[src/design/tile_cfg_pkg.sv]
// ==================================================
// Tile geometry and address field positions
// ==================================================
package tile_cfg_pkg;

  localparam int unsigned NumCoresPerTile = 2;
  localparam int unsigned NumBanksPerTile = 4;
  localparam int unsigned NumTiles        = 4;

  // Field widths
  localparam int unsigned ByteOffset   = 2;
  localparam int unsigned BankIdxWidth = $clog2(NumBanksPerTile);
  localparam int unsigned TileIdxWidth = $clog2(NumTiles);
  localparam int unsigned CoreIdxWidth = $clog2(NumCoresPerTile);
  localparam int unsigned RowWidth     = 6;

  // Core address layout, LSB first: byte, bank, tile, row
  localparam int unsigned BankLsb = ByteOffset;
  localparam int unsigned TileLsb = BankLsb + BankIdxWidth;
  localparam int unsigned RowLsb  = TileLsb + TileIdxWidth;

endpackage
[src/design/tcdm_pkg.sv]
// ==================================================
// TCDM word, strobe and address types
// ==================================================
package tcdm_pkg;

  localparam int unsigned DataWidth = 32;
  localparam int unsigned BeWidth   = DataWidth / 8;
  localparam int unsigned AddrWidth = 32;

  typedef logic [DataWidth-1:0] data_t;
  typedef logic [BeWidth-1:0]   be_t;
  typedef logic [AddrWidth-1:0] addr_t;

  // Word address inside a tile, row above bank
  typedef logic [tile_cfg_pkg::RowWidth+tile_cfg_pkg::BankIdxWidth-1:0] tile_addr_t;
  // System-wide requester ID, tile above core
  typedef logic [tile_cfg_pkg::TileIdxWidth+tile_cfg_pkg::CoreIdxWidth-1:0] core_addr_t;
  typedef logic [tile_cfg_pkg::RowWidth-1:0] bank_row_t;

  typedef enum logic {
    TARGET_LOCAL,
    TARGET_REMOTE
  } target_e;

endpackage

[src/design/tcdm_port_if.sv]
// ==================================================
// One TCDM request/response port
// ==================================================
interface tcdm_port_if;

  logic            req;
  tcdm_pkg::addr_t addr;
  logic            wen;
  tcdm_pkg::data_t wdata;
  tcdm_pkg::be_t   be;
  logic            gnt;
  logic            vld;
  tcdm_pkg::data_t rdata;

  modport initiator (
    output req, addr, wen, wdata, be,
    input  gnt, vld, rdata
  );

  modport target (
    input  req, addr, wen, wdata, be,
    output gnt, vld, rdata
  );

endinterface

[src/design/remote_req_reg.sv]
// ==================================================
// Two-entry register on the outgoing remote port
// ==================================================
module remote_req_reg #(
  parameter int unsigned CoreIdx = 0
) (
  input  logic            clk_i,
  input  logic            rst_ni,
  tcdm_port_if.target     req_i,
  output logic            tcdm_master_req_o,
  output tcdm_pkg::addr_t tcdm_master_addr_o,
  output logic            tcdm_master_wen_o,
  output tcdm_pkg::data_t tcdm_master_wdata_o,
  output tcdm_pkg::be_t   tcdm_master_be_o,
  input  logic            tcdm_master_gnt_i,
  input  logic            tcdm_master_vld_i,
  input  tcdm_pkg::data_t tcdm_master_rdata_i
);

  localparam int unsigned CoreW = tile_cfg_pkg::CoreIdxWidth;
  localparam logic [CoreW-1:0] CoreBits = CoreW'(CoreIdx);

  typedef struct packed {
    tcdm_pkg::addr_t addr;
    logic            wen;
    tcdm_pkg::data_t wdata;
    tcdm_pkg::be_t   be;
  } entry_t;

  entry_t     swz;
  entry_t     entry_q [2];
  logic [1:0] vld_q;
  logic       wr_ptr_q;
  logic       rd_ptr_q;
  logic       push;
  logic       pop;

  // Network order, LSB first: byte, core, tile, bank, row
  assign swz.addr  = tcdm_pkg::addr_t'({
                       req_i.addr[tile_cfg_pkg::RowLsb +: tile_cfg_pkg::RowWidth],
                       req_i.addr[tile_cfg_pkg::BankLsb +: tile_cfg_pkg::BankIdxWidth],
                       req_i.addr[tile_cfg_pkg::TileLsb +: tile_cfg_pkg::TileIdxWidth],
                       CoreBits,
                       req_i.addr[tile_cfg_pkg::ByteOffset-1:0]});
  assign swz.wen   = req_i.wen;
  assign swz.wdata = req_i.wdata;
  assign swz.be    = req_i.be;

  assign req_i.gnt = !(vld_q[0] && vld_q[1]);
  assign push      = req_i.req && req_i.gnt;
  assign pop       = tcdm_master_req_o && tcdm_master_gnt_i;

  always_ff @(posedge clk_i or negedge rst_ni) begin
    if (!rst_ni) begin
      vld_q    <= '0;
      wr_ptr_q <= 1'b0;
      rd_ptr_q <= 1'b0;
    end else begin
      if (push) begin
        vld_q[wr_ptr_q] <= 1'b1;
        wr_ptr_q        <= !wr_ptr_q;
      end
      if (pop) begin
        vld_q[rd_ptr_q] <= 1'b0;
        rd_ptr_q        <= !rd_ptr_q;
      end
    end
  end

  always_ff @(posedge clk_i) begin
    if (push) begin
      entry_q[wr_ptr_q] <= swz;
    end
  end

  assign tcdm_master_req_o   = vld_q[rd_ptr_q];
  assign tcdm_master_addr_o  = entry_q[rd_ptr_q].addr;
  assign tcdm_master_wen_o   = entry_q[rd_ptr_q].wen;
  assign tcdm_master_wdata_o = entry_q[rd_ptr_q].wdata;
  assign tcdm_master_be_o    = entry_q[rd_ptr_q].be;

  // Responses come straight back
  assign req_i.vld   = tcdm_master_vld_i;
  assign req_i.rdata = tcdm_master_rdata_i;

endmodule

[src/flat_wrapper.sv]
// flat-port wrapper written by rule: the top's interface ports become plain ports
module remote_req_reg_flat 
#(
  parameter int unsigned CoreIdx = 0
)
  (clk_i, rst_ni, tcdm_master_req_o, tcdm_master_addr_o, tcdm_master_wen_o, tcdm_master_wdata_o, tcdm_master_be_o, tcdm_master_gnt_i, tcdm_master_vld_i, tcdm_master_rdata_i, req_i_req, req_i_addr, req_i_wen, req_i_wdata, req_i_be, req_i_gnt, req_i_vld, req_i_rdata);
  tcdm_port_if req_i_i ();
  input  logic clk_i;
  input  logic rst_ni;
  output logic tcdm_master_req_o;
  output tcdm_pkg::addr_t tcdm_master_addr_o;
  output logic tcdm_master_wen_o;
  output tcdm_pkg::data_t tcdm_master_wdata_o;
  output tcdm_pkg::be_t tcdm_master_be_o;
  input  logic tcdm_master_gnt_i;
  input  logic tcdm_master_vld_i;
  input  tcdm_pkg::data_t tcdm_master_rdata_i;
  input wire logic [$bits(req_i_i.req)-1:0] req_i_req;
  input wire logic [$bits(req_i_i.addr)-1:0] req_i_addr;
  input wire logic [$bits(req_i_i.wen)-1:0] req_i_wen;
  input wire logic [$bits(req_i_i.wdata)-1:0] req_i_wdata;
  input wire logic [$bits(req_i_i.be)-1:0] req_i_be;
  output wire logic [$bits(req_i_i.gnt)-1:0] req_i_gnt;
  output wire logic [$bits(req_i_i.vld)-1:0] req_i_vld;
  output wire logic [$bits(req_i_i.rdata)-1:0] req_i_rdata;
  assign req_i_i.req = req_i_req;
  assign req_i_i.addr = req_i_addr;
  assign req_i_i.wen = req_i_wen;
  assign req_i_i.wdata = req_i_wdata;
  assign req_i_i.be = req_i_be;
  assign req_i_gnt = req_i_i.gnt;
  assign req_i_vld = req_i_i.vld;
  assign req_i_rdata = req_i_i.rdata;
  remote_req_reg #(.CoreIdx(CoreIdx)) u_core (.clk_i(clk_i), .rst_ni(rst_ni), .req_i(req_i_i), .tcdm_master_req_o(tcdm_master_req_o), .tcdm_master_addr_o(tcdm_master_addr_o), .tcdm_master_wen_o(tcdm_master_wen_o), .tcdm_master_wdata_o(tcdm_master_wdata_o), .tcdm_master_be_o(tcdm_master_be_o), .tcdm_master_gnt_i(tcdm_master_gnt_i), .tcdm_master_vld_i(tcdm_master_vld_i), .tcdm_master_rdata_i(tcdm_master_rdata_i));
endmodule
[config.mk]
export PLATFORM = sky130hd
export DESIGN_NAME = remote_req_reg_flat
export DESIGN_NICKNAME = d
export VERILOG_FILES = /design/src/design/tile_cfg_pkg.sv /design/src/design/tcdm_pkg.sv /design/src/design/tcdm_port_if.sv /design/src/design/remote_req_reg.sv /design/src/flat_wrapper.sv
export SDC_FILE = /design/constraint.sdc
export NUM_CORES = 1
export LEC_CHECK = 0
export BUFFER_PORTS_ARGS = -buffer_cell sky130_fd_sc_hd__buf_2
export CAP_MARGIN = 20
export CORE_ASPECT_RATIO = 1.5
export CORE_UTILIZATION = 45
export DETAILED_ROUTE_END_ITERATION = 6
export HOLD_SLACK_MARGIN = 0.15
export PLACE_DENSITY_LB_ADDON = 0.3
export SLEW_MARGIN = 30
export SYNTH_ARGS = -nofsm -noshare
export SYNTH_HDL_FRONTEND = slang
export SYNTH_SLANG_ARGS = --single-unit
[constraint.sdc]
create_clock -name clk_i -period 3.8 [get_ports clk_i]
set_input_delay 0.19 -clock clk_i [delete_from_list [all_inputs] [get_ports clk_i]]
set_output_delay 0.19 -clock clk_i [all_outputs]
set_load 0.1 [all_outputs]
* After elaboration in Yosys (flattened, before gate mapping) *
Memories as Yosys holds them, arrays and structs flattened.
Index checks and enable logic that the tools add are counted.

storage, ports and cells
  word-level logic and storage cells = 29
  register bits = 4
  input port bits = 106
  memories kept = 1
  memory bits (writable) = 98

operators by class
  muxes and demuxes = 10
  bitwise operators = 3
  reduce and logical (&&, ||, !) cells = 8
  magnitude comparators = 4

memories
  name            depth  bits a word  read ports  clocked after memory_dff  wr ports  RTL line              RTL
  u_core.entry_q  2      49           1           0                         1         remote_req_reg.sv:31  entry_t entry_q [2];

operators with widths
  cell                  number
  $mux W1               6
  $logic_and A1 B1 Y1   5
  $lt A1 B2 Y1 const B  2
  $mux W2               2
  $logic_not A1 Y1      3
  $and A2 B2 Y2         1
  $demux W1 S1          2
  $ge A1 B1 Y1 const B  2
  $not A2 Y2            1
  $or A2 B2 Y2          1

* Depth between registers and ports, before layout *
  depth in word-level cells = 8
  mapped depth = 4
  depth with buffers taken out = 2

* Least setup slack after synthesis *
Ideal clock, no wire load.

  path type = register to register
  start = register u_core.vld_q[0]
  end = memory u_core.entry_q[0][0] (netlist name), enable pin
  buffers on the path = 0
  stages on the path, launching flop included = 3
  data required time = 3.339 ns
  arrival time = 2.942 ns
  setup slack = 0.397 ns
  library setup time = 0.461 ns
  path through = dfrtp_1 -> a21boi_0 -> nor2b_1

on the way
  longest elaborated chain between the ends = 5

RTL lines
  item                              RTL line              RTL
  start: declaration                remote_req_reg.sv:32  logic [1:0] vld_q;
  start signal: assignment          remote_req_reg.sv:55  vld_q <= '0;
  start signal: indexed assignment  remote_req_reg.sv:60  vld_q[wr_ptr_q] <= 1'b1;
  start signal: indexed assignment  remote_req_reg.sv:64  vld_q[rd_ptr_q] <= 1'b0;
  $logic_and A1 B1 Y1               remote_req_reg.sv:49  assign req_i.gnt = !(vld_q[0] && vld_q[1]);
  $logic_not A1 Y1                  remote_req_reg.sv:49
  $logic_and A1 B1 Y1               remote_req_reg.sv:50  assign push = req_i.req && req_i.gnt;
  $mux W1                           remote_req_reg.sv:71  if (push) begin
  $mux W1 (not written as such)     remote_req_reg.sv:72  entry_q[wr_ptr_q] <= swz;
  end: declaration                  remote_req_reg.sv:31

Every way passes these cells.

* Worst setup path after layout *
  start = register u_core.vld_q[0]
  end = memory u_core.entry_q[1][13] (netlist name), enable pin

The elaborated chain is that of the path after synthesis.

==> flow_summary.yaml <==
sta:
  hold_viol_final: 0
  setup_viol: 0
  setup_tns_ns: 0
  rsz0062_at_grt: "false"
  maxSlewViolCount: 0
  finalClockSkew_ns: 0.00355
  max_freq_mhz: 438
  fin_crit_sh_pct: 60.1
  post-route-min-period_ns: 2.28
  slew_headroom_pct: 44.7
  worst_pin_slew_ns: 0.829
die:
  fp-row-count: 43
  die_w_um: 82.3
  fp.dieH_um: 123
  core_um2: 9310
  ioPinCount: 210
  initial_core_util_pct: 46.8
  dieArea_um2: 10100
logic_synthesis:
  synth_mux_area_share_pct: 16.9
  synth_seq_cells: 102
  postSynthCellCount: 224
  synth.cell_area_um2: 4360
  seq_area_frac_synth_pct: 69.8
  syn_avg_cell_area_um2: 19.4
  synth_area_leaders: "edfxtp_1 (68%), mux2_4 (16%), buf_4 (9.1%), dfrtp_1 (2.3%), buf_12 (1.8%)"
  synth_cell_types: 16
  synth_top_area_cell: "edfxtp_1"
  synth_compound_area_share_pct: 0.890
  synth_top_family_by_area: "multiplexers"
  yosys.area_share.adder_pct: 0
  synth_xor_area_share_pct: 0.201
  yosys.area_share.simple_pct: 0.603
  yosys_warnings: 0
  synth_top_area_share_pct: 67.5
global_route:
  track_usage_pct: 14.6
  grt_pass1_wl_um: 10400
  grt_max_degree: 55
  grt_pass1_vias: 2174
  grt_overflow: 0
  antenna_found_initial: 0
worst_setup_path:
  cp-start-kind: "register"
  worstSetupPathType: "register to register"
  slowest_delay_ns: 0.77
  crit_buf_inv: 1
  required_ns: 3.82
  endpoint_kind: "register"
  cp_max_fo: 34
  crit_family: "simple AND/OR/NAND/NOR gates"
  crit_chain: "a21boi_0 > and2_2 > buf_4"
  worstPathArrival_ns: 2.31
  cp_slowest_cell: "and2_2"
clock_tree:
  cts_tree: "done"
  cts_buffer_depth: 2
  clk_pin_slew_worst_paths_ns: 0.06
  clock_latency_ns: 0.33
  clockRootBuffer: "clkbuf_16"
  clock_sinks: 102
  numCtsBuffers: 9
  htree_num_levels: 3
place:
  dp_hpwl_um: 4170
  place_area_um2: 4610
  place_inst: 401
  portBuffers: 103
  gp_congestion: 0.653
outcome:
  status: "complete, no violations"
detailed_routing:
  wire_per_inst_um: 14.7
  drc: 0
  dr.pass1.iters: 4
  drt_wl_total_um: 6880
  ant_nets: 0
  routed_via_density: 4.59
  detail_route.iter0.violations: 92
  vias: 2154
finish:
  nNetsFinal: 458
  nFillCells: 738
  diodes: 0
  seq_area_um2: 3050
  areaGrowthSynthToFinish_pct: 25.2
  mostFrequentLayoutCells: "buf_2 (103), edfxtp_1 (98), dlygate4sd3_1 (51), mux2_4 (46), conb_1 (20)"
  drive_gt1_share_pct: 48.7
  layout_commonest_cell: "buf_2"
  fin_area_um2: 5450
  multi_input_area_um2: 893
  instances_no_fill: 469
hold_path:
  hold_path.class: "input pin to register"
run:
  cap_violations: 0
-- per-stage QoR --
| step | hold WS (ns) | utilization [%] | setup WS [ns] |
|---|---|---|---|
| floorplan | -0.106 | - | 0.397 |
| global placement | -0.00506 | 49.5 | 1.52 |
| detailed placement | 0.00232 | 49.5 | 1.46 |
| CTS | 0.169 | 58.4 | 1.41 |
| global route | 0.173 | 58.6 | 1.31 |
| finish | 0.174 | 58.6 | 1.52 |
-- cells in the mapped netlist --
| master | number |
|---|---|
| a21boi_0 | 1 |
| a21oi_1 | 2 |
| a31oi_1 | 2 |
| and2_1 | 1 |
| buf_12 | 4 |
| buf_4 | 53 |
| buf_6 | 2 |
| conb_1 | 1 |
| dfrtp_1 | 4 |
| edfxtp_1 | 98 |
| mux2_2 | 4 |
| mux2_4 | 46 |
| nand2_1 | 2 |
| nor2b_1 | 2 |
| o22a_1 | 1 |
| xor2_1 | 1 |
-- per-layer routing --
metal	up-vias	routed length, um	GRT usage, %
met5	-	0	0
met4	0	138	8.22
met3	13	357	4.54
met1	1043	2640	16.0
met2	84	3740	24.3
li1	1014	-	-
-- path summary, 6_finish.rpt --
kind	from	end	slack [ns]	depth (start not counted)
max	u_core.vld_q[0]$_DFF_PN0_	u_core.entry_q[1][13]$_DFFE_PP_	1.52	3
min	req_i_req	u_core.vld_q[1]$_DFF_PN0_	0.17	3
max reg2reg	u_core.vld_q[0]$_DFF_PN0_	u_core.entry_q[1][13]$_DFFE_PP_	1.52	3
min reg2reg	u_core.vld_q[1]$_DFF_PN0_	u_core.vld_q[1]$_DFF_PN0_	0.57	1
max in group asynchronous	rst_ni	u_core.rd_ptr_q$_DFFE_PN0P_	3.47	2
min in group asynchronous	rst_ni	u_core.vld_q[0]$_DFF_PN0_	0.19	2
-- area by class of cell --
cell class	count	share of cell area, %
Sequential cell	102	55.9
Clock inverter	3	0.780
Clock buffer	13	4.96
Multi-Input combinational cell	82	16.4
Tap cell	112	2.57
Timing Repair Buffer	157	19.5
-- sequential cells by signal, indices dropped and copies added, names as in the netlist --
signal           cells
u_core.wr_ptr_q      1
u_core.entry_q      98
u_core.rd_ptr_q      1
u_core.vld_q         2
-- worst register-to-register path, cell delays in order, from the launching register on --
cell and delay, ns:
dfrtp_1 0.43, a21boi_0 0.37, and2_2 0.77, buf_4 0.39
-- cells by family (layout without fill, tap and decap cells) --
| group | Yosys count | in the layout |
|---|---|---|
| compound gates | 6 | 6 |
| xor+xnor | 1 | 1 |
| buf+inv | 59 | 173 |
| flops | 102 | 102 |
| mux | 50 | 50 |
| other cells | 1 | 20 |
| simple gates | 5 | 5 |
-- what timing repair did --
action,4_1_cts,5_1_grt
endpoints found under the hold margin,104,0
gates resized for setup,0,0
setup buffers,0,0
hold buffers,51,0
Power is not shown: default switching activity piles up to over one toggle a cycle in this logic, so the estimate is an artifact.
