## src/design/tile_cfg_pkg.sv

```systemverilog
// ==================================================
// Tile geometry and address field positions
// ==================================================
package tile_cfg_pkg;

  localparam int unsigned NumCoresPerTile = 2;
  localparam int unsigned NumBanksPerTile = 4;
  localparam int unsigned NumTiles        = 4;

  // Field widths
  localparam int unsigned ByteOffset   = 2;
  localparam int unsigned BankIdxWidth = $clog2(NumBanksPerTile);
  localparam int unsigned TileIdxWidth = $clog2(NumTiles);
  localparam int unsigned CoreIdxWidth = $clog2(NumCoresPerTile);
  localparam int unsigned RowWidth     = 6;

  // Core address layout, LSB first: byte, bank, tile, row
  localparam int unsigned BankLsb = ByteOffset;
  localparam int unsigned TileLsb = BankLsb + BankIdxWidth;
  localparam int unsigned RowLsb  = TileLsb + TileIdxWidth;

endpackage
```

## src/design/tcdm_pkg.sv

```systemverilog
// ==================================================
// TCDM word, strobe and address types
// ==================================================
package tcdm_pkg;

  localparam int unsigned DataWidth = 32;
  localparam int unsigned BeWidth   = DataWidth / 8;
  localparam int unsigned AddrWidth = 32;

  typedef logic [DataWidth-1:0] data_t;
  typedef logic [BeWidth-1:0]   be_t;
  typedef logic [AddrWidth-1:0] addr_t;

  // Word address inside a tile, row above bank
  typedef logic [tile_cfg_pkg::RowWidth+tile_cfg_pkg::BankIdxWidth-1:0] tile_addr_t;
  // System-wide requester ID, tile above core
  typedef logic [tile_cfg_pkg::TileIdxWidth+tile_cfg_pkg::CoreIdxWidth-1:0] core_addr_t;
  typedef logic [tile_cfg_pkg::RowWidth-1:0] bank_row_t;

  typedef enum logic {
    TARGET_LOCAL,
    TARGET_REMOTE
  } target_e;

endpackage

```

## src/design/tcdm_port_if.sv

```systemverilog
// ==================================================
// One TCDM request/response port
// ==================================================
interface tcdm_port_if;

  logic            req;
  tcdm_pkg::addr_t addr;
  logic            wen;
  tcdm_pkg::data_t wdata;
  tcdm_pkg::be_t   be;
  logic            gnt;
  logic            vld;
  tcdm_pkg::data_t rdata;

  modport initiator (
    output req, addr, wen, wdata, be,
    input  gnt, vld, rdata
  );

  modport target (
    input  req, addr, wen, wdata, be,
    output gnt, vld, rdata
  );

endinterface

```

## src/design/core_demux.sv

```systemverilog
// ==================================================
// Per-core local/remote routing with read ordering
// ==================================================
module core_demux (
  input  logic                                  clk_i,
  input  logic                                  rst_ni,
  input  logic [tile_cfg_pkg::TileIdxWidth-1:0] tile_id_i,
  input  logic                                  core_req_i,
  input  tcdm_pkg::addr_t                       core_addr_i,
  input  logic                                  core_wen_i,
  input  tcdm_pkg::data_t                       core_wdata_i,
  input  tcdm_pkg::be_t                         core_be_i,
  output logic                                  core_gnt_o,
  output logic                                  core_vld_o,
  output tcdm_pkg::data_t                       core_rdata_o,
  tcdm_port_if.initiator                        local_o,
  tcdm_port_if.initiator                        remote_o
);

  localparam int unsigned TileLsb = tile_cfg_pkg::TileLsb;
  localparam int unsigned TileMsb = TileLsb + tile_cfg_pkg::TileIdxWidth - 1;

  tcdm_pkg::target_e tgt;
  tcdm_pkg::target_e pend_tgt_q;
  logic [1:0]        rd_cnt_q;
  logic              stall;
  logic              rd_issue;

  assign tgt = (core_addr_i[TileMsb:TileLsb] == tile_id_i) ? tcdm_pkg::TARGET_LOCAL
                                                            : tcdm_pkg::TARGET_REMOTE;

  // Two reads in flight at most, and never to both targets at once
  assign stall = (rd_cnt_q == 2'd2) || ((rd_cnt_q != 2'd0) && (pend_tgt_q != tgt));

  assign local_o.req   = core_req_i && !stall && (tgt == tcdm_pkg::TARGET_LOCAL);
  // Tile field dropped, row moves down next to the bank field
  assign local_o.addr  = tcdm_pkg::addr_t'({core_addr_i[tcdm_pkg::AddrWidth-1:TileMsb+1],
                                            core_addr_i[TileLsb-1:0]});
  assign local_o.wen   = core_wen_i;
  assign local_o.wdata = core_wdata_i;
  assign local_o.be    = core_be_i;

  assign remote_o.req   = core_req_i && !stall && (tgt == tcdm_pkg::TARGET_REMOTE);
  assign remote_o.addr  = core_addr_i;
  assign remote_o.wen   = core_wen_i;
  assign remote_o.wdata = core_wdata_i;
  assign remote_o.be    = core_be_i;

  assign core_gnt_o   = (local_o.req && local_o.gnt) || (remote_o.req && remote_o.gnt);
  assign core_vld_o   = local_o.vld || remote_o.vld;
  assign core_rdata_o = local_o.vld ? local_o.rdata : remote_o.rdata;

  assign rd_issue = core_gnt_o && !core_wen_i;

  always_ff @(posedge clk_i or negedge rst_ni) begin
    if (!rst_ni) begin
      rd_cnt_q   <= 2'd0;
      pend_tgt_q <= tcdm_pkg::TARGET_LOCAL;
    end else begin
      if (rd_issue && !core_vld_o) begin
        rd_cnt_q <= rd_cnt_q + 2'd1;
      end else if (!rd_issue && core_vld_o) begin
        rd_cnt_q <= rd_cnt_q - 2'd1;
      end
      if (rd_issue) begin
        pend_tgt_q <= tgt;
      end
    end
  end

endmodule

```

## src/flat_wrapper.sv

```systemverilog
// flat-port wrapper written by rule: the top's interface ports become plain ports
module core_demux_flat 
  (clk_i, rst_ni, tile_id_i, core_req_i, core_addr_i, core_wen_i, core_wdata_i, core_be_i, core_gnt_o, core_vld_o, core_rdata_o, local_o_req, local_o_addr, local_o_wen, local_o_wdata, local_o_be, local_o_gnt, local_o_vld, local_o_rdata, remote_o_req, remote_o_addr, remote_o_wen, remote_o_wdata, remote_o_be, remote_o_gnt, remote_o_vld, remote_o_rdata);
  tcdm_port_if local_o_i ();
  tcdm_port_if remote_o_i ();
  input  logic clk_i;
  input  logic rst_ni;
  input  logic [tile_cfg_pkg::TileIdxWidth-1:0] tile_id_i;
  input  logic core_req_i;
  input  tcdm_pkg::addr_t core_addr_i;
  input  logic core_wen_i;
  input  tcdm_pkg::data_t core_wdata_i;
  input  tcdm_pkg::be_t core_be_i;
  output logic core_gnt_o;
  output logic core_vld_o;
  output tcdm_pkg::data_t core_rdata_o;
  output wire logic [$bits(local_o_i.req)-1:0] local_o_req;
  output wire logic [$bits(local_o_i.addr)-1:0] local_o_addr;
  output wire logic [$bits(local_o_i.wen)-1:0] local_o_wen;
  output wire logic [$bits(local_o_i.wdata)-1:0] local_o_wdata;
  output wire logic [$bits(local_o_i.be)-1:0] local_o_be;
  input wire logic [$bits(local_o_i.gnt)-1:0] local_o_gnt;
  input wire logic [$bits(local_o_i.vld)-1:0] local_o_vld;
  input wire logic [$bits(local_o_i.rdata)-1:0] local_o_rdata;
  output wire logic [$bits(remote_o_i.req)-1:0] remote_o_req;
  output wire logic [$bits(remote_o_i.addr)-1:0] remote_o_addr;
  output wire logic [$bits(remote_o_i.wen)-1:0] remote_o_wen;
  output wire logic [$bits(remote_o_i.wdata)-1:0] remote_o_wdata;
  output wire logic [$bits(remote_o_i.be)-1:0] remote_o_be;
  input wire logic [$bits(remote_o_i.gnt)-1:0] remote_o_gnt;
  input wire logic [$bits(remote_o_i.vld)-1:0] remote_o_vld;
  input wire logic [$bits(remote_o_i.rdata)-1:0] remote_o_rdata;
  assign local_o_req = local_o_i.req;
  assign local_o_addr = local_o_i.addr;
  assign local_o_wen = local_o_i.wen;
  assign local_o_wdata = local_o_i.wdata;
  assign local_o_be = local_o_i.be;
  assign local_o_i.gnt = local_o_gnt;
  assign local_o_i.vld = local_o_vld;
  assign local_o_i.rdata = local_o_rdata;
  assign remote_o_req = remote_o_i.req;
  assign remote_o_addr = remote_o_i.addr;
  assign remote_o_wen = remote_o_i.wen;
  assign remote_o_wdata = remote_o_i.wdata;
  assign remote_o_be = remote_o_i.be;
  assign remote_o_i.gnt = remote_o_gnt;
  assign remote_o_i.vld = remote_o_vld;
  assign remote_o_i.rdata = remote_o_rdata;
  core_demux u_core (.clk_i(clk_i), .rst_ni(rst_ni), .tile_id_i(tile_id_i), .core_req_i(core_req_i), .core_addr_i(core_addr_i), .core_wen_i(core_wen_i), .core_wdata_i(core_wdata_i), .core_be_i(core_be_i), .core_gnt_o(core_gnt_o), .core_vld_o(core_vld_o), .core_rdata_o(core_rdata_o), .local_o(local_o_i), .remote_o(remote_o_i));
endmodule
```

## config.mk

```make
export PLATFORM = sky130hd
export DESIGN_NAME = core_demux_flat
export DESIGN_NICKNAME = d
export VERILOG_FILES = /design/src/design/tile_cfg_pkg.sv /design/src/design/tcdm_pkg.sv /design/src/design/tcdm_port_if.sv /design/src/design/core_demux.sv /design/src/flat_wrapper.sv
export SDC_FILE = /design/constraint.sdc
export NUM_CORES = 1
export LEC_CHECK = 0
export BUFFER_PORTS_ARGS = -buffer_cell sky130_fd_sc_hd__buf_2
export CAP_MARGIN = 15
export CORE_AREA = 8 8 115 117
export CTS_CLUSTER_SIZE = 14
export DETAILED_ROUTE_END_ITERATION = 12
export DIE_AREA = 0 0 123 125
export GPL_TIMING_DRIVEN = 0
export MAX_ROUTING_LAYER = met4
export SKIP_CTS_REPAIR_TIMING = 1
export SLEW_MARGIN = 20
export SYNTH_ARGS = -nofsm -noshare
export SYNTH_HDL_FRONTEND = slang
export SYNTH_SLANG_ARGS = --single-unit
```

## constraint.sdc

```tcl
create_clock -name clk_i -period 2 [get_ports clk_i]
set_input_delay 0 -clock clk_i [delete_from_list [all_inputs] [get_ports clk_i]]
set_output_delay 0 -clock clk_i [all_outputs]
set_load 0.01 [all_outputs]
```

Word-level counts from Yosys, hierarchy flattened --
Index checks and enable logic that the tools add are counted.
Word-level totals: register bits after elaboration 3, bits of input ports 142, output and inout port bits 174, logic and storage cells 29
Operators by class: $add $sub $neg 2, equality and inequality tests 3, muxes and demuxes 4, reductions and logical operators 18
Operators with widths (count):
- 2-to-1 mux 32 bit | 1
- logical AND 1 bit | 9
- zero test 1 bit | 4
- 2-to-1 mux 2 bit | 2
- nonzero test 2 bit | 2
- logical OR 1 bit | 3
- adder 2 x 1 -> 2 bit (second input constant) | 1
- == test 2 bit | 1
- == test 2 bit (second input constant) | 1
- subtractor 2 x 1 -> 2 bit (second input constant) | 1
- 2-to-1 mux 1 bit | 1
- inequality test 1 bit | 1

Longest topological paths before layout --
depth in word-level cells 15, depth in mapped cells 8, gate-level depth less buffers 8

Worst setup path before layout --
OpenSTA, ideal clock, no wires.
path kind register to register, start point register u_core.rd_cnt_q[0], end point register u_core.rd_cnt_q[1], library setup time 80 ps, arrival time 1454 ps, data required time 1920 ps, slack 467 ps, stages on the path, launching flop included 7, path buffers 1, period minus slack after synthesis 1533 ps, cell sequence dfrtp_1 buf_6 o21ai_0 a2111oi_2 ha_1 nor2_1 xnor2_1
On the way: word-level cells in the longest chain between the ends 12, elaborated cells between the ends (all ways) 20, classes of those cells add/sub (2); eq/ne (1); mux (2); reduce/logical (15)
Ends and longest elaborated chain:
- start, declared | line core_demux.sv:25 | logic [1:0] rd_cnt_q;
- start signal, assigned | line core_demux.sv:61 | rd_cnt_q <= rd_cnt_q + 2'd1;
- start signal, assigned | line core_demux.sv:63 | rd_cnt_q <= rd_cnt_q - 2'd1;
- nonzero test 2 bit | line core_demux.sv:33 | assign stall = (rd_cnt_q == 2'd2) || ((rd_cnt_q != 2'd0) && (pend_tgt_q != tgt));
- logical AND 1 bit | line core_demux.sv:33
- logical OR 1 bit (*) | line core_demux.sv:33
- zero test 1 bit (*) | line core_demux.sv:35, core_demux.sv:43
- logical AND 1 bit (*) | line core_demux.sv:35, core_demux.sv:43
- logical AND 1 bit, on equally long branches | line core_demux.sv:35, core_demux.sv:43
- logical AND 1 bit | line core_demux.sv:49 | assign core_gnt_o = (local_o.req && local_o.gnt) || (remote_o.req && remote_o.gnt);
- logical OR 1 bit (*) | line core_demux.sv:49
- logical AND 1 bit (*) | line core_demux.sv:53 | assign rd_issue = core_gnt_o && !core_wen_i;
- via u_core.rd_issue | line core_demux.sv:27 | logic rd_issue;
- zero test 1 bit | line core_demux.sv:62 | end else if (!rd_issue && core_vld_o) begin
- logical AND 1 bit | line core_demux.sv:62
- nonzero test 2 bit (no line)
Mark *: on every way through the listed nets, which the timed path passes. The rest lies on a longest branch. The select of a mux whose other input is x is not followed. A chain may end at the register's enable or synchronous reset.

Worst setup path in the final report --
Same ends and word-level chain as after synthesis.

==> run metrics <==
status completed; Clk network pwr share 25.8%; CP Buf/Inv Count 1; Crit Path Class reg2reg; worst hold path class in2reg; core area 0.0116 mm^2; Iter 0 DRT Violations 26; Initial Utilization 14.4%; critical path peak fanout 8; Top Ports 316; share of power burned in registers 7.7%; CTS Buffer Depth 2; max_slew headroom 63.5%; CP cell instances buf_6 > o21ai_0 > a2111oi_2 > ha_1 > xor2_1 > nor2_1 > xnor2_1; Slew @ Worst Pin between 500 and 600 ps; Worst Hold Path EP u_core.pend_tgt_q$_DFFE_PN0P_; sequential share of the synthesized area 4.48%; GRT Total Usage 9.96%; Fin. Hold Viols 0; top cells by count, synth buf_4, mux2_2; worst r2r dst u_core.rd_cnt_q[1]$_DFFE_PN0P_; Skew-Pair Late Insertion Delay 220 ps; combinational power share between 60% and 70%; die width ~120 um; routed vias ~2000; Util after Layout 27.4%; Num CTS Buffers 3; slowest cell on the critical path o21ai_0; Final Wtd Congestion 0.783; cell taking the most area after synthesis buf_4; Pint 0.818 mW; Port Buffer Count 246; ys flop type dfrtp_1; flops & latches, synth 3; net load switching power 0.409 mW; pin count of the biggest net entering global routing 11; Power Density 386 mW/mm^2; Final TNS setup 0 ps; Final nets approximately 600; ANT nets after route 0; clk root buf clkbuf_16; vias per std cell around 3.3; Area growth syn-to-layout 90.0%; pre-CTS WS 269 ps; hold path depth 4; Warnings, synthesis 0; drc violations 0; CTS tree yes; Gate Count Post-Synth 203; HP Start local_o_gnt; Yosys top cell area share 61.8%; count leader, synth buf_4; FMAX ~580 MHz; Clock Sinks 3; die footprint 0.0154 mm^2; final period utilization 86.2%; WP data required between 2000 and 2500 ps; grt ovf 0; WP data arrival 1860 ps; Max Cap Violations 0; first-pass GRT wire length 11700 um; antenna diode count 0; layout cells sized above 1 between 90% and 100%; max-slew violation count 0; Synth Area per Inst 8.25 um^2; total wire length around 8300 um; RSZ-0062 raised after global routing no; top post-synthesis cells by area buf_4, mux2_2, dfrtp_1; flop2flop setup slack 280 ps; clock slew at reported path FFs ~30 ps; Die Y about 130 um; Clock Skew 0.634 ps; cell family with most CP delay compound AO/OA/AOI/OAI gates; CTS H-tree depth 1; drt first pass iters 4; CP Launch Type flip-flop; Worst path max stage delay 460 ps; Synth async-reset ratio 100%; Tmin final 1720 ps; setup violators final 0; # rows 40; synthesized cell area 0.00168 mm^2; static leakage approximately 1.9 nW; worst r2r path cells 7; Max VDD drop 0.386 mV; worst setup margin 275 ps; wire length per cell 13.8 um; Net Sw Frac 33.4%; vias in the first global route between 2000 and 2500; unique cell type count in the Yosys netlist 23; reg-to-reg startpoint u_core.rd_cnt_q[0]$_DFFE_PN0P_; Post-synth EDFFs 0; initial antenna violation count 0; Setup crit end kind flip-flop; dpl hpwl 7940 um; Power Total 1.23 mW
==> cell type report <==
cell class                      instances  area (um^2)
Buffer                                143         1070
Clock buffer                            4         78.8
Fill cell                            1323         8430
Inverter                                2         7.51
Multi-Input combinational cell         56          531
Sequential cell                         3         75.1
Tap cell                              147          184
Timing Repair Buffer                  247         1240
==> layout by cell type (no fill, tap or decap) <==
master,count
ha_1,1
nor2_2,1
conb_1,2
xor2_1,3
nand2_1,2
a211oi_1,1
buf_2,249
nor3_1,1
inv_1,2
nor2b_1,1
nor2_1,2
o21ai_0,2
clkbuf_1,2
dlygate4sd3_1,1
dfrtp_1,3
mux2_2,32
mux2i_1,1
buf_4,138
a2111oi_0,1
nor4b_1,1
buf_6,1
xnor2_1,3
clkbuf_16,3
a2111oi_2,1
a21oi_1,1
==> per-stage QoR <==
step           hold slack (ps)  instance area (um^2)  std cells
6_report                  72.6                  3180        602
5_1_grt                    107                  3180        602
4_1_cts                   -433                  3170        601
3_5_place_dp              -198                  3090        597
3_3_place_gp              -197                  3090        597
2_1_floorplan             -296                  1680        204
==> worst max-delay path by stage <==
| stage | depth (start not counted) | to | startpoint | slack [ps] |
|---|---|---|---|---|
| after global placement | 9 | u_core.rd_cnt_q[1]$_DFFE_PN0P_ | tile_id_i[1] | 320 |
| after global routing | 7 | u_core.rd_cnt_q[1]$_DFFE_PN0P_ | u_core.rd_cnt_q[0]$_DFFE_PN0P_ | 200 |
| after detailed placement | 7 | u_core.rd_cnt_q[1]$_DFFE_PN0P_ | u_core.rd_cnt_q[0]$_DFFE_PN0P_ | 270 |
| final | 7 | u_core.rd_cnt_q[1]$_DFFE_PN0P_ | u_core.rd_cnt_q[0]$_DFFE_PN0P_ | 280 |
| after floorplan | 6 | u_core.rd_cnt_q[1]$_DFFE_PN0P_ | u_core.rd_cnt_q[0]$_DFFE_PN0P_ | 470 |
| after CTS | 7 | u_core.rd_cnt_q[1]$_DFFE_PN0P_ | u_core.rd_cnt_q[0]$_DFFE_PN0P_ | 250 |
==> layer usage <==
metal  global-route usage (%)  wire length [um]  vias to the layer above
li1                         -                 -                     1015
met1                     8.64              2440                      850
met2                     20.1              4770                      148
met3                     2.88              1050                        2
met4                     2.13                40                        0
met5                        -                 0                        -
==> power groups by stage <==
| stage | Sequential (mW) | Clock, mW | Combinational, mW |
|---|---|---|---|
| final | 0.0949 | 0.316 | 0.816 |
| after global routing | 0.0963 | 0.328 | 0.879 |
| after CTS | 0.0948 | 0.323 | 0.830 |
| after detailed placement | 0.0955 | 0 | 0.827 |
| after global placement | 0.0943 | 0 | 0.823 |
| after floorplan | 0.0933 | 0 | 0.516 |
==> logic make-up (layout without fill, tap and decap cells) <==
logic type / after synthesis / after routing / share of synthesized area, %
and+or+nand+nor: 8 / 8 / 2.47
buffers and inverters: 145 / 396 / 64.1
other: 1 / 2 / 0.224
AOI/OAI and AO/OA: 6 / 6 / 2.76
xor gates and xnor gates: 6 / 6 / 3.14
DFF: 3 / 3 / 4.48
adders and majority gates: 1 / 1 / 0.747
muxes: 33 / 33 / 22.1
==> registers in the layout, indices dropped and copies added (netlist names) <==
name / cells
u_core.rd_cnt_q: 2
u_core.pend_tgt_q: 1
==> worst min-delay path: stages <==
cell and delay, ps:
buf_2 100, nand2_1 50, nand2_1 40, o21ai_0 60
(Power assumes the default switching activity.)
